===== config.mk =====
export PLATFORM = sky130hd
export DESIGN_NAME = eurorack_top
export DESIGN_NICKNAME = d
export VERILOG_FILES = /design/src/hdl/eurorack_pkg.sv /design/src/hdl/channel_cal.sv /design/src/hdl/codec_tdm.sv /design/src/hdl/debug_uart.sv /design/src/hdl/dsp_mixer.sv /design/src/hdl/eurorack_top.sv
export SDC_FILE = /design/constraint.sdc
export NUM_CORES = 1
export LEC_CHECK = 0
export ABC_CLOCK_PERIOD_IN_PS = 4010
export BUFFER_PORTS_ARGS = -buffer_cell sky130_fd_sc_hd__buf_2
export CAP_MARGIN = 20
export CORE_ASPECT_RATIO = 1.25
export CORE_UTILIZATION = 61
export CTS_BUF_LIST = sky130_fd_sc_hd__clkbuf_4 sky130_fd_sc_hd__clkbuf_8
export DETAILED_ROUTE_END_ITERATION = 10
export GPL_TIMING_DRIVEN = 0
export PLACE_DENSITY = 0.77
export SETUP_SLACK_MARGIN = 0.5
export SKIP_CTS_REPAIR_TIMING = 1
export SYNTH_ARGS = -nofsm -noshare
export SYNTH_HDL_FRONTEND = slang
export SYNTH_HIERARCHICAL = 1
export SYNTH_SLANG_ARGS = --single-unit

===== constraint.sdc =====
create_clock -name clk_12mhz_i -period 4.01 [get_ports clk_12mhz_i]
set_input_delay 0.401 -clock clk_12mhz_i [delete_from_list [all_inputs] [get_ports clk_12mhz_i]]
set_output_delay 0.401 -clock clk_12mhz_i [all_outputs]
set_load 0.01 [all_outputs]

===== src/hdl/eurorack_pkg.sv =====
// Shared sample, frame and calibration types for the audio datapath, referenced by scoped name.
package eurorack_pkg;

    // Width of one audio sample as carried through the datapath.
    localparam int SAMPLE_W = 16;

    // Each TDM slot is 32 bit clocks wide. The sample sits in the top bits.
    localparam int SLOT_BITS = 32;

    // Gains are Q4.12, so 4096 represents a gain of exactly 1.0.
    localparam int GAIN_FRAC = 12;

    // Intermediate width that holds a 17-bit difference times a 16-bit gain.
    localparam int WIDE_W = 2 * SAMPLE_W + 1;

    typedef logic signed [SAMPLE_W-1:0] sample_t;
    typedef logic signed [WIDE_W-1:0] wide_t;

    // Channel 0 sits in the most significant bits, matching the slot order on the wire.
    typedef struct packed {
        sample_t ch0;
        sample_t ch1;
        sample_t ch2;
        sample_t ch3;
    } frame_t;

    // Calibration for one channel. The offset is removed first, then the gain is applied.
    typedef struct packed {
        sample_t offset;
        sample_t gain;
    } chan_cal_t;

    typedef struct packed {
        chan_cal_t ch0;
        chan_cal_t ch1;
        chan_cal_t ch2;
        chan_cal_t ch3;
    } cal_set_t;

    localparam sample_t SAMPLE_MAX = 16'sh7fff;
    localparam sample_t SAMPLE_MIN = -16'sh8000;

    // Pass-through calibration with zero offset and unity gain.
    localparam chan_cal_t CAL_ONE = '{offset: '0, gain: sample_t'(2 ** GAIN_FRAC)};
    localparam cal_set_t CAL_UNITY = '{CAL_ONE, CAL_ONE, CAL_ONE, CAL_ONE};

    // Clamps a wide signed intermediate result into the signed sample range.
    function automatic sample_t saturate(input wide_t v);
        if (v > wide_t'(SAMPLE_MAX)) begin
            return SAMPLE_MAX;
        end else if (v < wide_t'(SAMPLE_MIN)) begin
            return SAMPLE_MIN;
        end
        return sample_t'(v);
    endfunction

endpackage


===== src/hdl/channel_cal.sv =====
// Per-channel offset and Q4.12 gain stage with saturation, used on both the ADC and DAC side.
module channel_cal #(
    parameter eurorack_pkg::cal_set_t CAL = eurorack_pkg::CAL_UNITY
) (
    input  logic                 clk_12mhz_i,
    input  logic                 rst_n_i,
    input  eurorack_pkg::frame_t frame_i,
    input  logic                 valid_i,
    output eurorack_pkg::frame_t frame_o,
    output logic                 valid_o
);

    eurorack_pkg::frame_t cal_d;
    eurorack_pkg::frame_t frame_q;
    logic                 valid_q;

    // Removes the offset, scales by the gain and clamps to the sample range.
    // Every intermediate is kept at full width so nothing wraps before the clamp.
    function automatic eurorack_pkg::sample_t apply_cal(
        input eurorack_pkg::sample_t   s,
        input eurorack_pkg::chan_cal_t c
    );
        logic signed [eurorack_pkg::SAMPLE_W:0] diff;
        eurorack_pkg::wide_t                    prod;
        eurorack_pkg::wide_t                    scaled;
        diff   = $signed(s) - $signed(c.offset);
        prod   = diff * $signed(c.gain);
        // Arithmetic shift drops the Q4.12 fraction and keeps the sign.
        scaled = prod >>> eurorack_pkg::GAIN_FRAC;
        return eurorack_pkg::saturate(scaled);
    endfunction

    // Each channel has its own calibration entry.
    always_comb begin
        cal_d.ch0 = apply_cal(frame_i.ch0, CAL.ch0);
        cal_d.ch1 = apply_cal(frame_i.ch1, CAL.ch1);
        cal_d.ch2 = apply_cal(frame_i.ch2, CAL.ch2);
        cal_d.ch3 = apply_cal(frame_i.ch3, CAL.ch3);
    end

    always_ff @(posedge clk_12mhz_i or negedge rst_n_i) begin
        if (!rst_n_i) begin
            frame_q <= '0;
            valid_q <= 1'b0;
        end else begin
            // The result holds between frames, so downstream may read it at any time.
            if (valid_i) begin
                frame_q <= cal_d;
            end
            valid_q <= valid_i;
        end
    end

    assign frame_o = frame_q;
    assign valid_o = valid_q;

endmodule


===== src/hdl/codec_tdm.sv =====
// TDM codec transceiver that drives bick and lrck, moves four slots each way and strobes frames.
module codec_tdm (
    input  logic                 clk_12mhz_i,
    input  logic                 rst_n_i,
    input  logic                 sdout1_i,
    input  eurorack_pkg::frame_t dac_frame_i,
    output logic                 bick_o,
    output logic                 lrck_o,
    output logic                 sdin1_o,
    output logic                 pdn_o,
    output eurorack_pkg::frame_t adc_frame_o,
    output logic                 sample_valid_o
);

    // Two system clocks per bit clock, four slots per frame.
    localparam int FRAME_CLKS = 4 * eurorack_pkg::SLOT_BITS * 2;
    localparam int CNT_W      = $clog2(FRAME_CLKS);
    localparam int POS_W      = $clog2(eurorack_pkg::SLOT_BITS);
    localparam int FRAME_BITS = $bits(eurorack_pkg::frame_t);

    logic                  pdn_q;
    logic [CNT_W-1:0]      cnt_q;
    logic [POS_W-1:0]      slot_bit;
    logic                  in_sample;
    logic                  frame_end;
    logic [FRAME_BITS-1:0] rx_sr_q;
    logic [FRAME_BITS-1:0] tx_sr_q;

    // The low counter bit is the bit clock. The rest gives the slot and bit position.
    assign slot_bit  = cnt_q[POS_W:1];

    // Only the top SAMPLE_W bits of a slot carry data. The remainder is padding.
    assign in_sample = slot_bit < POS_W'(eurorack_pkg::SAMPLE_W);

    // The strobe marks the last system cycle of every frame.
    assign frame_end = pdn_q && (cnt_q == CNT_W'(FRAME_CLKS - 1));

    // Bit clock is low in even cycles, so its falling edge lines up with cnt becoming even.
    assign bick_o = cnt_q[0];

    // Frame clock covers the first two slots. It stays low until the codec is released.
    assign lrck_o = pdn_q && (cnt_q < CNT_W'(FRAME_CLKS / 2));

    // Padding bits of each slot are driven as zero.
    assign sdin1_o = tx_sr_q[FRAME_BITS-1] && in_sample;

    assign pdn_o          = pdn_q;
    assign sample_valid_o = frame_end;

    // Slot 0 is shifted in first and ends up in the top bits, which is ch0.
    assign adc_frame_o = eurorack_pkg::frame_t'(rx_sr_q);

    always_ff @(posedge clk_12mhz_i or negedge rst_n_i) begin
        if (!rst_n_i) begin
            pdn_q   <= 1'b0;
            cnt_q   <= '0;
            rx_sr_q <= '0;
            tx_sr_q <= '0;
        end else begin
            // The codec leaves power-down one cycle after reset and stays up.
            pdn_q <= 1'b1;

            // The frame counter starts together with the power-down release.
            if (frame_end) begin
                cnt_q <= '0;
            end else if (pdn_q) begin
                cnt_q <= cnt_q + 1'b1;
            end

            // ADC data is sampled as bick rises, which is the end of an even cycle.
            if (pdn_q && !cnt_q[0] && in_sample) begin
                rx_sr_q <= {rx_sr_q[FRAME_BITS-2:0], sdout1_i};
            end

            // The next DAC frame is loaded on the strobe and then shifted out
            // one bit each time bick falls inside the sample part of a slot.
            if (frame_end) begin
                tx_sr_q <= dac_frame_i;
            end else if (cnt_q[0] && in_sample) begin
                tx_sr_q <= {tx_sr_q[FRAME_BITS-2:0], 1'b0};
            end
        end
    end

endmodule


===== src/hdl/debug_uart.sv =====
// Debug transmitter that sends a snapshot of one calibrated ADC frame as eight 8N1 bytes.
module debug_uart #(
    parameter int CLKS_PER_BIT = 104
) (
    input  logic                 clk_12mhz_i,
    input  logic                 rst_n_i,
    input  eurorack_pkg::frame_t frame_i,
    input  logic                 valid_i,
    output logic                 uart_tx_o
);

    localparam int FRAME_BITS = $bits(eurorack_pkg::frame_t);
    localparam int CNT_W      = $clog2(CLKS_PER_BIT + 1);

    // Bit positions within one byte on the wire: start, eight data bits, stop.
    localparam logic [3:0] LAST_DATA = 4'd8;
    localparam logic [3:0] STOP_BIT  = 4'd9;

    typedef enum logic {
        ST_IDLE,
        ST_SEND
    } state_t;

    state_t                state_q;
    logic [CNT_W-1:0]      clk_cnt_q;
    logic [3:0]            bit_idx_q;
    logic [2:0]            byte_idx_q;
    logic [FRAME_BITS-1:0] snap_q;
    logic                  tx_q;
    logic                  bit_done;

    assign bit_done  = clk_cnt_q == CNT_W'(CLKS_PER_BIT - 1);
    assign uart_tx_o = tx_q;

    always_ff @(posedge clk_12mhz_i or negedge rst_n_i) begin
        if (!rst_n_i) begin
            state_q    <= ST_IDLE;
            clk_cnt_q  <= '0;
            bit_idx_q  <= '0;
            byte_idx_q <= '0;
            tx_q       <= 1'b1;
        end else begin
            case (state_q)
                ST_IDLE: begin
                    // Frames only get latched while idle. Later ones are dropped.
                    if (valid_i) begin
                        state_q    <= ST_SEND;
                        clk_cnt_q  <= '0;
                        bit_idx_q  <= '0;
                        byte_idx_q <= '0;
                        tx_q       <= 1'b0;
                    end
                end
                default: begin
                    if (!bit_done) begin
                        clk_cnt_q <= clk_cnt_q + 1'b1;
                    end else begin
                        clk_cnt_q <= '0;
                        if (bit_idx_q == STOP_BIT) begin
                            bit_idx_q <= '0;
                            // After the last stop bit the line simply stays high.
                            if (byte_idx_q == 3'd7) begin
                                state_q <= ST_IDLE;
                            end else begin
                                byte_idx_q <= byte_idx_q + 1'b1;
                                tx_q       <= 1'b0;
                            end
                        end else begin
                            bit_idx_q <= bit_idx_q + 1'b1;
                            // Data goes out LSB first, then the stop bit.
                            if (bit_idx_q == LAST_DATA) begin
                                tx_q <= 1'b1;
                            end else begin
                                tx_q <= snap_q[FRAME_BITS-8+int'(bit_idx_q)];
                            end
                        end
                    end
                end
            endcase
        end
    end

    // The top byte of the snapshot is the one on the wire. It moves up by a byte
    // once each stop bit ends, so ch0 high goes first.
    always_ff @(posedge clk_12mhz_i or negedge rst_n_i) begin
        if (!rst_n_i) begin
            snap_q <= '0;
        end else if (state_q == ST_IDLE && valid_i) begin
            snap_q <= frame_i;
        end else if (state_q == ST_SEND && bit_done && bit_idx_q == STOP_BIT) begin
            snap_q <= {snap_q[FRAME_BITS-9:0], 8'h00};
        end
    end

endmodule


===== src/hdl/dsp_mixer.sv =====
// Fixed four-channel mixer that sits between the ADC and DAC calibration stages.
module dsp_mixer (
    input  logic                 clk_12mhz_i,
    input  logic                 rst_n_i,
    input  eurorack_pkg::frame_t frame_i,
    input  logic                 valid_i,
    output eurorack_pkg::frame_t frame_o,
    output logic                 valid_o
);

    // One guard bit is enough for a negation or a sum of two samples.
    logic signed [eurorack_pkg::SAMPLE_W:0] neg1;
    logic signed [eurorack_pkg::SAMPLE_W:0] sum23;
    logic signed [eurorack_pkg::SAMPLE_W:0] avg01;
    eurorack_pkg::frame_t                   mix_d;
    eurorack_pkg::frame_t                   frame_q;
    logic                                   valid_q;

    always_comb begin
        // Negating full-scale negative needs the guard bit, and the clamp pulls it back.
        neg1  = -$signed(frame_i.ch1);
        sum23 = $signed(frame_i.ch2) + $signed(frame_i.ch3);
        // Average of ch0 and ch1.
        avg01 = ($signed(frame_i.ch0) + $signed(frame_i.ch1)) >>> 1;

        mix_d.ch0 = frame_i.ch0;
        mix_d.ch1 = eurorack_pkg::saturate(neg1);
        mix_d.ch2 = eurorack_pkg::saturate(sum23);
        mix_d.ch3 = eurorack_pkg::saturate(avg01);
    end

    always_ff @(posedge clk_12mhz_i or negedge rst_n_i) begin
        if (!rst_n_i) begin
            frame_q <= '0;
            valid_q <= 1'b0;
        end else begin
            if (valid_i) begin
                frame_q <= mix_d;
            end
            valid_q <= valid_i;
        end
    end

    assign frame_o = frame_q;
    assign valid_o = valid_q;

endmodule


===== src/hdl/eurorack_top.sv =====
// Top level of the audio datapath that connects codec, calibration, mixer and debug UART.
module eurorack_top #(
    parameter eurorack_pkg::cal_set_t ADC_CAL = eurorack_pkg::CAL_UNITY,
    parameter eurorack_pkg::cal_set_t DAC_CAL = eurorack_pkg::CAL_UNITY,
    parameter int UART_CLKS_PER_BIT = 104
) (
    input  logic clk_12mhz_i,
    input  logic rst_n_i,
    input  logic sdout1_i,
    output logic bick_o,
    output logic lrck_o,
    output logic sdin1_o,
    output logic pdn_o,
    output logic uart_tx_o
);

    // Raw codec frame and its strobe.
    eurorack_pkg::frame_t adc_frame;
    logic                 adc_valid;

    // Calibrated inputs, shared by the mixer and the debug UART.
    eurorack_pkg::frame_t cal_in_frame;
    logic                 cal_in_valid;

    // Mixer output, still in calibrated units.
    eurorack_pkg::frame_t mix_frame;
    logic                 mix_valid;

    // DAC codes. The codec picks these up on its next strobe.
    eurorack_pkg::frame_t dac_frame;

    codec_tdm i_codec (
        .clk_12mhz_i   (clk_12mhz_i),
        .rst_n_i       (rst_n_i),
        .sdout1_i      (sdout1_i),
        .dac_frame_i   (dac_frame),
        .bick_o        (bick_o),
        .lrck_o        (lrck_o),
        .sdin1_o       (sdin1_o),
        .pdn_o         (pdn_o),
        .adc_frame_o   (adc_frame),
        .sample_valid_o(adc_valid)
    );

    channel_cal #(
        .CAL(ADC_CAL)
    ) i_adc_cal (
        .clk_12mhz_i(clk_12mhz_i),
        .rst_n_i    (rst_n_i),
        .frame_i    (adc_frame),
        .valid_i    (adc_valid),
        .frame_o    (cal_in_frame),
        .valid_o    (cal_in_valid)
    );

    dsp_mixer i_mixer (
        .clk_12mhz_i(clk_12mhz_i),
        .rst_n_i    (rst_n_i),
        .frame_i    (cal_in_frame),
        .valid_i    (cal_in_valid),
        .frame_o    (mix_frame),
        .valid_o    (mix_valid)
    );

    // The codec samples the DAC frame on its own strobe, so the final valid is not needed.
    channel_cal #(
        .CAL(DAC_CAL)
    ) i_dac_cal (
        .clk_12mhz_i(clk_12mhz_i),
        .rst_n_i    (rst_n_i),
        .frame_i    (mix_frame),
        .valid_i    (mix_valid),
        .frame_o    (dac_frame),
        .valid_o    ()
    );

    debug_uart #(
        .CLKS_PER_BIT(UART_CLKS_PER_BIT)
    ) i_debug_uart (
        .clk_12mhz_i(clk_12mhz_i),
        .rst_n_i    (rst_n_i),
        .frame_i    (cal_in_frame),
        .valid_i    (cal_in_valid),
        .uart_tx_o  (uart_tx_o)
    );

endmodule


==> flow_summary.yaml, run 1 <==
finish:
  final_design_area_no_fill_um2: 21600
  drive_above_1_share: 0.264
  insertedDiodeCount: 0
  finish.utilization: 0.692
  area_delta_synth_final_pct: 10.8
  final_nets: 1652
placement:
  dpl-instance-area_um2: 20200
  dpl.hpwl_mm: 29.1
  gp_congestion: 0.871
  placement.io_buffers: 7
drt:
  drc: 0
  drt-met1-wl_mm: 17.0
  first_iter_violations: 667
  ant_nets: 0
  first_pass_iters: 5
  via_per_inst: 5.90
  detail_route.wl_per_cell_um: 19.8
  topRoutingLayerUsed: "met4"
  number_of_vias_in_the_routed_layout: 12200
  postRouteWirelength_mm: 40.8
  dr_wl_met2_mm: 20.8
  met3_wire_len_mm: 1.43
sta:
  timing_worst_slew_pin_value_ns: 0.772
  finalHoldWorstSlack_ns: 0.0448
  maxSlewViolCount: 0
  min_period_over_period: 0.738
  hold_viol: 0
  max-slew-margin-rel: 0.485
  min_period_ns: 2.96
  final-setup-viol-count: 0
  setup_repair_after_global_routing_missed_its_margin: "no"
  timing.fmax_mhz: 338
  skew_ns: 0.0322
worst_hold_path:
  min-delay-start: "sdout1_i"
  hold_path_class: "in -> reg"
pwr:
  worst_ir_drop_vdd_v: 0.000364
  power_density_nw_per_um2: 411
  power_leakage_nw: 10.6
floorplanning:
  design.die.area_um2: 32800
  initial_standard_cell_utilization_of_the_core: 0.625
  boundaryPins: 8
  core-area_um2: 31300
  core.rowCount: 72
  die_x_um: 162
  die_h_um: 202
critical_path:
  critPathArrivalTime_ns: 3.41
  setup.worst_path.end_class: "flip-flop"
  r2r-end: "i_debug_uart/snap_q[10]"
  worstPathCellList: "clkbuf_1 -> inv_1 -> ha_1 -> and3b_1 -> a31oi_1 -> clkbuf_1 -> clkbuf_1 -> o21ai_0"
  rr_worst_depth: 8
  worstSetupStartpointType: "flip-flop"
  crit-reg2reg-launch: "i_debug_uart/bit_idx_q[1]"
  path_class: "reg -> reg"
  cpMaxStageDelayCell: "sky130_fd_sc_hd__clkbuf_1"
  reg2reg_slack_ns: 1.05
  worst_path_required_ns: 4.46
  worst-path-buf-inv: 4
  crit_family: "buffers and inverters"
  critPathMaxStageDelay_ns: 0.50
  cp_capture_point: "i_debug_uart/snap_q[10]"
  crit_path_frequent_cell: "sky130_fd_sc_hd__clkbuf_1"
  path_max_fanout: 10
  timing_startpoint_of_the_critical_path: "i_debug_uart/bit_idx_q[1]"
  cp.depth: 8
global_route:
  via_count_of_the_first_global_routing_pass: 12800
  wire_length_of_the_first_global_routing_pass_mm: 67.3
  antenna_found_initial: 0
  maximum_number_of_pins_on_one_net_before_global_route_repair: 119
  gr-total-overflow: 0
  grt.total_usage: 0.263
clock_network:
  buffer_cell_driving_the_clock_tree_root: "sky130_fd_sc_hd__clkbuf_8"
  cts.clk_slew.worst_paths_ns: 0.06
  clockBufferDepth: 3
  clk_latency_ns: 0.60
  cts_buffers: 67
  tritoncts: "yes"
  cts_num_sinks: 411
  clock_tree.htree_level_count: 3
yosys:
  synth.net_count: 1572
  synthesis.area_per_instance_um2: 12.8
  synthCells: 1527
  syn-cell-area_um2: 19500
  ys_warn_count: 6
flow_run:
  max_cap_violations: 0
outcome:
  outcome: "completed"
cells in the final DEF, fill, tap and decap left out, drive strengths merged, types with 16 or more instances in the layout:
master	instances
o22a	16
mux2	230
nand3	18
o21ai	81
buf	61
a22o	17
nor2	43
inv	30
nor3	76
dfrtp	410
a21oi	88
xnor2	25
mux2i	121
a211oi	18
clkbuf	141
nand2	92
ha	40
routing by layer:
metal,track usage,up-vias
li1,-,5698
met1,0.320,6146
met2,0.458,242
met3,0.0429,87
met4,0.117,0
met5,0,-
how the worst min path moves through the flow:
stage                                   end  slack, ns  cells past startpoint
floorplan              i_adc_cal/frame_o[0]       0.11                      0
detailed placement       i_codec/tx_sr_q[8]       0.40                      1
finish               i_codec/adc_frame_o[0]       0.04                      2
global route         i_codec/adc_frame_o[0]       0.03                      2
global placement    i_debug_uart/snap_q[62]       0.46                      2
CTS                     i_codec/tx_sr_q[57]      -0.23                      1
state kept, by name, summed over array words and instances, names as in the netlist:
signal	cells
i_debug_uart/byte_idx_q	3
i_codec/adc_frame_o	64
i_adc_cal/frame_o	64
i_mixer/frame_o	64
i_debug_uart/bit_idx_q	4
i_debug_uart/uart_tx_o	1
i_debug_uart/snap_q	64
i_debug_uart/state_q	1
i_dac_cal/frame_o	64
i_mixer/valid_o	1
i_adc_cal/valid_o	1
i_codec/pdn_o	1
i_codec/tx_sr_q	64
i_debug_uart/clk_cnt_q	7
i_codec/cnt_q	8
power breakdown:
group	internal (mW)	total [mW]	leakage, nW	switching [mW]
sequential	4.28	4.39	5.69	0.114
combinational	0.320	0.684	4.10	0.365
clock	2.20	3.82	0.763	1.62
total	6.80	8.90	10.6	2.10
final cells by class:
type / count / area (um^2)
Buffer: 86 / 692
Clock buffer: 106 / 1350
Clock inverter: 13 / 108
Fill cell: 2206 / 9620
Inverter: 28 / 105
Multi-Input combinational cell: 1002 / 8450
Sequential cell: 411 / 10300
Tap cell: 407 / 509
Timing Repair Buffer: 11 / 138
per-stage QoR:
| step | power, mW | setup WS (ns) | TNS, ns | std cells |
|---|---|---|---|---|
| final | 8.90 | 1.05 | 0 | 2064 |
| after global routing | 9.25 | 0.876 | 0 | 2064 |
| after CTS | 8.99 | 1.07 | 0 | 2063 |
| after detailed placement | 5.15 | 1.09 | 0 | 1944 |
| after global placement | 5.12 | -5.21 | -2127.20 | 1941 |
| after floorplan | 4.93 | 1.52 | 0 | 1527 |
(Power assumes the default switching activity.)
==> run 2, diff against run 1 <==
--- a/config.mk
+++ b/config.mk
@@ -5,15 +5,15 @@
 export SDC_FILE = /design/constraint.sdc
 export NUM_CORES = 1
 export LEC_CHECK = 0
-export ABC_CLOCK_PERIOD_IN_PS = 4010
+export ABC_CLOCK_PERIOD_IN_PS = 2700
 export BUFFER_PORTS_ARGS = -buffer_cell sky130_fd_sc_hd__buf_2
 export CAP_MARGIN = 20
 export CORE_ASPECT_RATIO = 1.25
-export CORE_UTILIZATION = 61
+export CORE_UTILIZATION = 60
 export CTS_BUF_LIST = sky130_fd_sc_hd__clkbuf_4 sky130_fd_sc_hd__clkbuf_8
 export DETAILED_ROUTE_END_ITERATION = 10
 export GPL_TIMING_DRIVEN = 0
-export PLACE_DENSITY = 0.77
+export PLACE_DENSITY = 0.79
 export SETUP_SLACK_MARGIN = 0.5
 export SKIP_CTS_REPAIR_TIMING = 1
 export SYNTH_ARGS = -nofsm -noshare
==> constraint.sdc (replaced) <==
create_clock -name clk_12mhz_i -period 2.7 [get_ports clk_12mhz_i]
set_input_delay 0.27 -clock clk_12mhz_i [delete_from_list [all_inputs] [get_ports clk_12mhz_i]]
set_output_delay 0.27 -clock clk_12mhz_i [all_outputs]
set_load 0.01 [all_outputs]
==> flow_summary.yaml, run 2 (synthesis gave the netlist of run 1 again) <==
critical_path:
  reg2reg_slack_ns: 0.02
  critPathArrivalTime_ns: 3.18
  worstSetupStartpointType: "flip-flop"
  crit-reg2reg-launch: "i_adc_cal/frame_o[0]"
  rr_worst_depth: 10
  path_max_fanout: 10
  setup.worst_path.end_class: "flip-flop"
  path_class: "reg -> reg"
  r2r-end: "i_mixer/frame_o[22]"
  worst_path_required_ns: 3.20
floorplanning:
  boundaryPins: 8
  die_h_um: 204
  core-area_um2: 32000
  core.rowCount: 73
  die_x_um: 163
  initial_standard_cell_utilization_of_the_core: 0.611
  design.die.area_um2: 33300
sta:
  hold_viol: 0
  final-setup-viol-count: 0
  min_setup_slack_post_route_ns: 0.0192
  max-slew-margin-rel: 0.439
  min_period_over_period: 0.993
  skew_ns: 0.0379
  setup_repair_after_global_routing_missed_its_margin: "yes"
  maxSlewViolCount: 0
  timing.fmax_mhz: 373
  timing_worst_slew_pin_value_ns: 0.842
  min_period_ns: 2.68
  finalHoldWorstSlack_ns: 0.197
  total_negative_slack_for_setup_checks_ns: 0
global_route:
  maximum_number_of_pins_on_one_net_before_global_route_repair: 126
  gr-total-overflow: 0
  wire_length_of_the_first_global_routing_pass_mm: 66.4
  via_count_of_the_first_global_routing_pass: 12500
  antenna_found_initial: 0
  grt.total_usage: 0.255
drt:
  ant_nets: 0
  postRouteWirelength_mm: 44.8
  detail_route.wl_per_cell_um: 21.3
  first_iter_violations: 1036
  drc: 0
  number_of_vias_in_the_routed_layout: 12700
  first_pass_iters: 5
  dr_wl_met2_mm: 23.2
  via_per_inst: 6.05
  drt-met1-wl_mm: 18.1
  topRoutingLayerUsed: "met4"
  met3_wire_len_mm: 1.75
pwr:
  power_density_nw_per_um2: 577
  finalPower_mw: 13.0
  worst_ir_drop_vdd_v: 0.000478
  power_leakage_nw: 10.8
clock_network:
  clock_tree.htree_level_count: 3
  cts.clk_slew.worst_paths_ns: 0.06
  clockBufferDepth: 3
  tritoncts: "yes"
  buffer_cell_driving_the_clock_tree_root: "sky130_fd_sc_hd__clkbuf_8"
  cts_buffers: 67
  cts_num_sinks: 411
  clk_latency_ns: 0.62
finish:
  final_common_cell: "sky130_fd_sc_hd__dfrtp_1"
  layout.area.seq_um2: 10300
  drive_above_1_share: 0.338
  insertedDiodeCount: 0
  final_nets: 1695
  multi_input_comb_area_um2: 9050
  area_delta_synth_final_pct: 15.7
  n_fill_cell: 2161
  most-common-layout-cells: "sky130_fd_sc_hd__dfrtp_1 (388), sky130_fd_sc_hd__mux2_4 (131), sky130_fd_sc_hd__mux2i_1 (121)"
placement:
  dp_slack_ns: -0.0835
  dpl.hpwl_mm: 28.3
  gp_congestion: 0.845
  placement.io_buffers: 7
outcome:
  outcome: "completed"
worst_hold_path:
  hold_path_class: "in -> async"
flow_run:
  max_cap_violations: 0
[run 2: cell count changes in the layout (fill, tap and decap cells not counted), moves of 7 or more]
cell,before,now
sky130_fd_sc_hd__mux2_2,105,97
sky130_fd_sc_hd__dfrtp_2,0,22
sky130_fd_sc_hd__a21oi_2,0,7
sky130_fd_sc_hd__buf_6,17,24
sky130_fd_sc_hd__a21oi_1,88,79
sky130_fd_sc_hd__ha_4,0,12
sky130_fd_sc_hd__clkbuf_8,88,78
sky130_fd_sc_hd__clkbuf_1,35,25
sky130_fd_sc_hd__mux2_4,123,131
sky130_fd_sc_hd__ha_1,40,25
sky130_fd_sc_hd__buf_4,10,43
sky130_fd_sc_hd__dfrtp_1,410,388
[run 2: how the worst max path moves through the flow]
stage	startpoint	end	slack (ns)	depth (start not counted)
after global routing	i_adc_cal/frame_o[0]	i_mixer/frame_o[24]	-0.06	10
after global placement	rst_n_i	i_adc_cal/frame_o[22]	-6.35	1
after detailed placement	i_adc_cal/frame_o[2]	i_mixer/frame_o[30]	-0.08	9
final	i_adc_cal/frame_o[0]	i_mixer/frame_o[22]	0.02	10
after CTS	i_adc_cal/frame_o[2]	i_mixer/frame_o[30]	-0.11	9
after floorplan	i_adc_cal/frame_o[32]	i_mixer/frame_o[9]	0.38	9
[run 2: worst max-delay path, cell delays in order (launching register included)]
cell and delay [ns]:
sky130_fd_sc_hd__dfrtp_2 0.44, sky130_fd_sc_hd__ha_4 0.17, sky130_fd_sc_hd__fa_2 0.27, sky130_fd_sc_hd__a211oi_4 0.09, sky130_fd_sc_hd__o21ai_2 0.20, sky130_fd_sc_hd__nand4_4 0.15
sky130_fd_sc_hd__a2111oi_4 0.44, sky130_fd_sc_hd__nor3_2 0.11, sky130_fd_sc_hd__o311a_4 0.36, sky130_fd_sc_hd__buf_12 0.16, sky130_fd_sc_hd__a211oi_2 0.18
[run 2: final cells by class]
class / count / area share
Timing Repair Buffer: 54 / 0.0226
Sequential cell: 411 / 0.456
Multi-Input combinational cell: 1002 / 0.400
Clock buffer: 92 / 0.0521
Tap cell: 412 / 0.0228
Inverter: 28 / 0.00493
Buffer: 86 / 0.0334
Clock inverter: 19 / 0.00747
[run 2: metal layers]
metal  GRT usage  vias to the layer above
met3      0.0437                      110
met5           0                        -
met2       0.428                      334
li1            -                     5774
met1       0.324                     6508
met4       0.109                        0
[run 2: where the power goes]
part | switching, mW | internal (mW) | leakage, nW | total, mW
clock network | 2.47 | 3.02 | 0.703 | 5.49
registers | 0.171 | 6.35 | 5.66 | 6.52
logic | 0.543 | 0.482 | 4.48 | 1.03
[run 2: through the flow]
stage | cell area (um^2) | instances | utilization
global placement | 20100 | 1946 | 0.630
detailed placement | 20200 | 1949 | 0.633
floorplan | 19600 | 1527 | -
finish | 22600 | 2104 | 0.707
CTS | 21600 | 2060 | 0.675
global route | 22600 | 2104 | 0.707
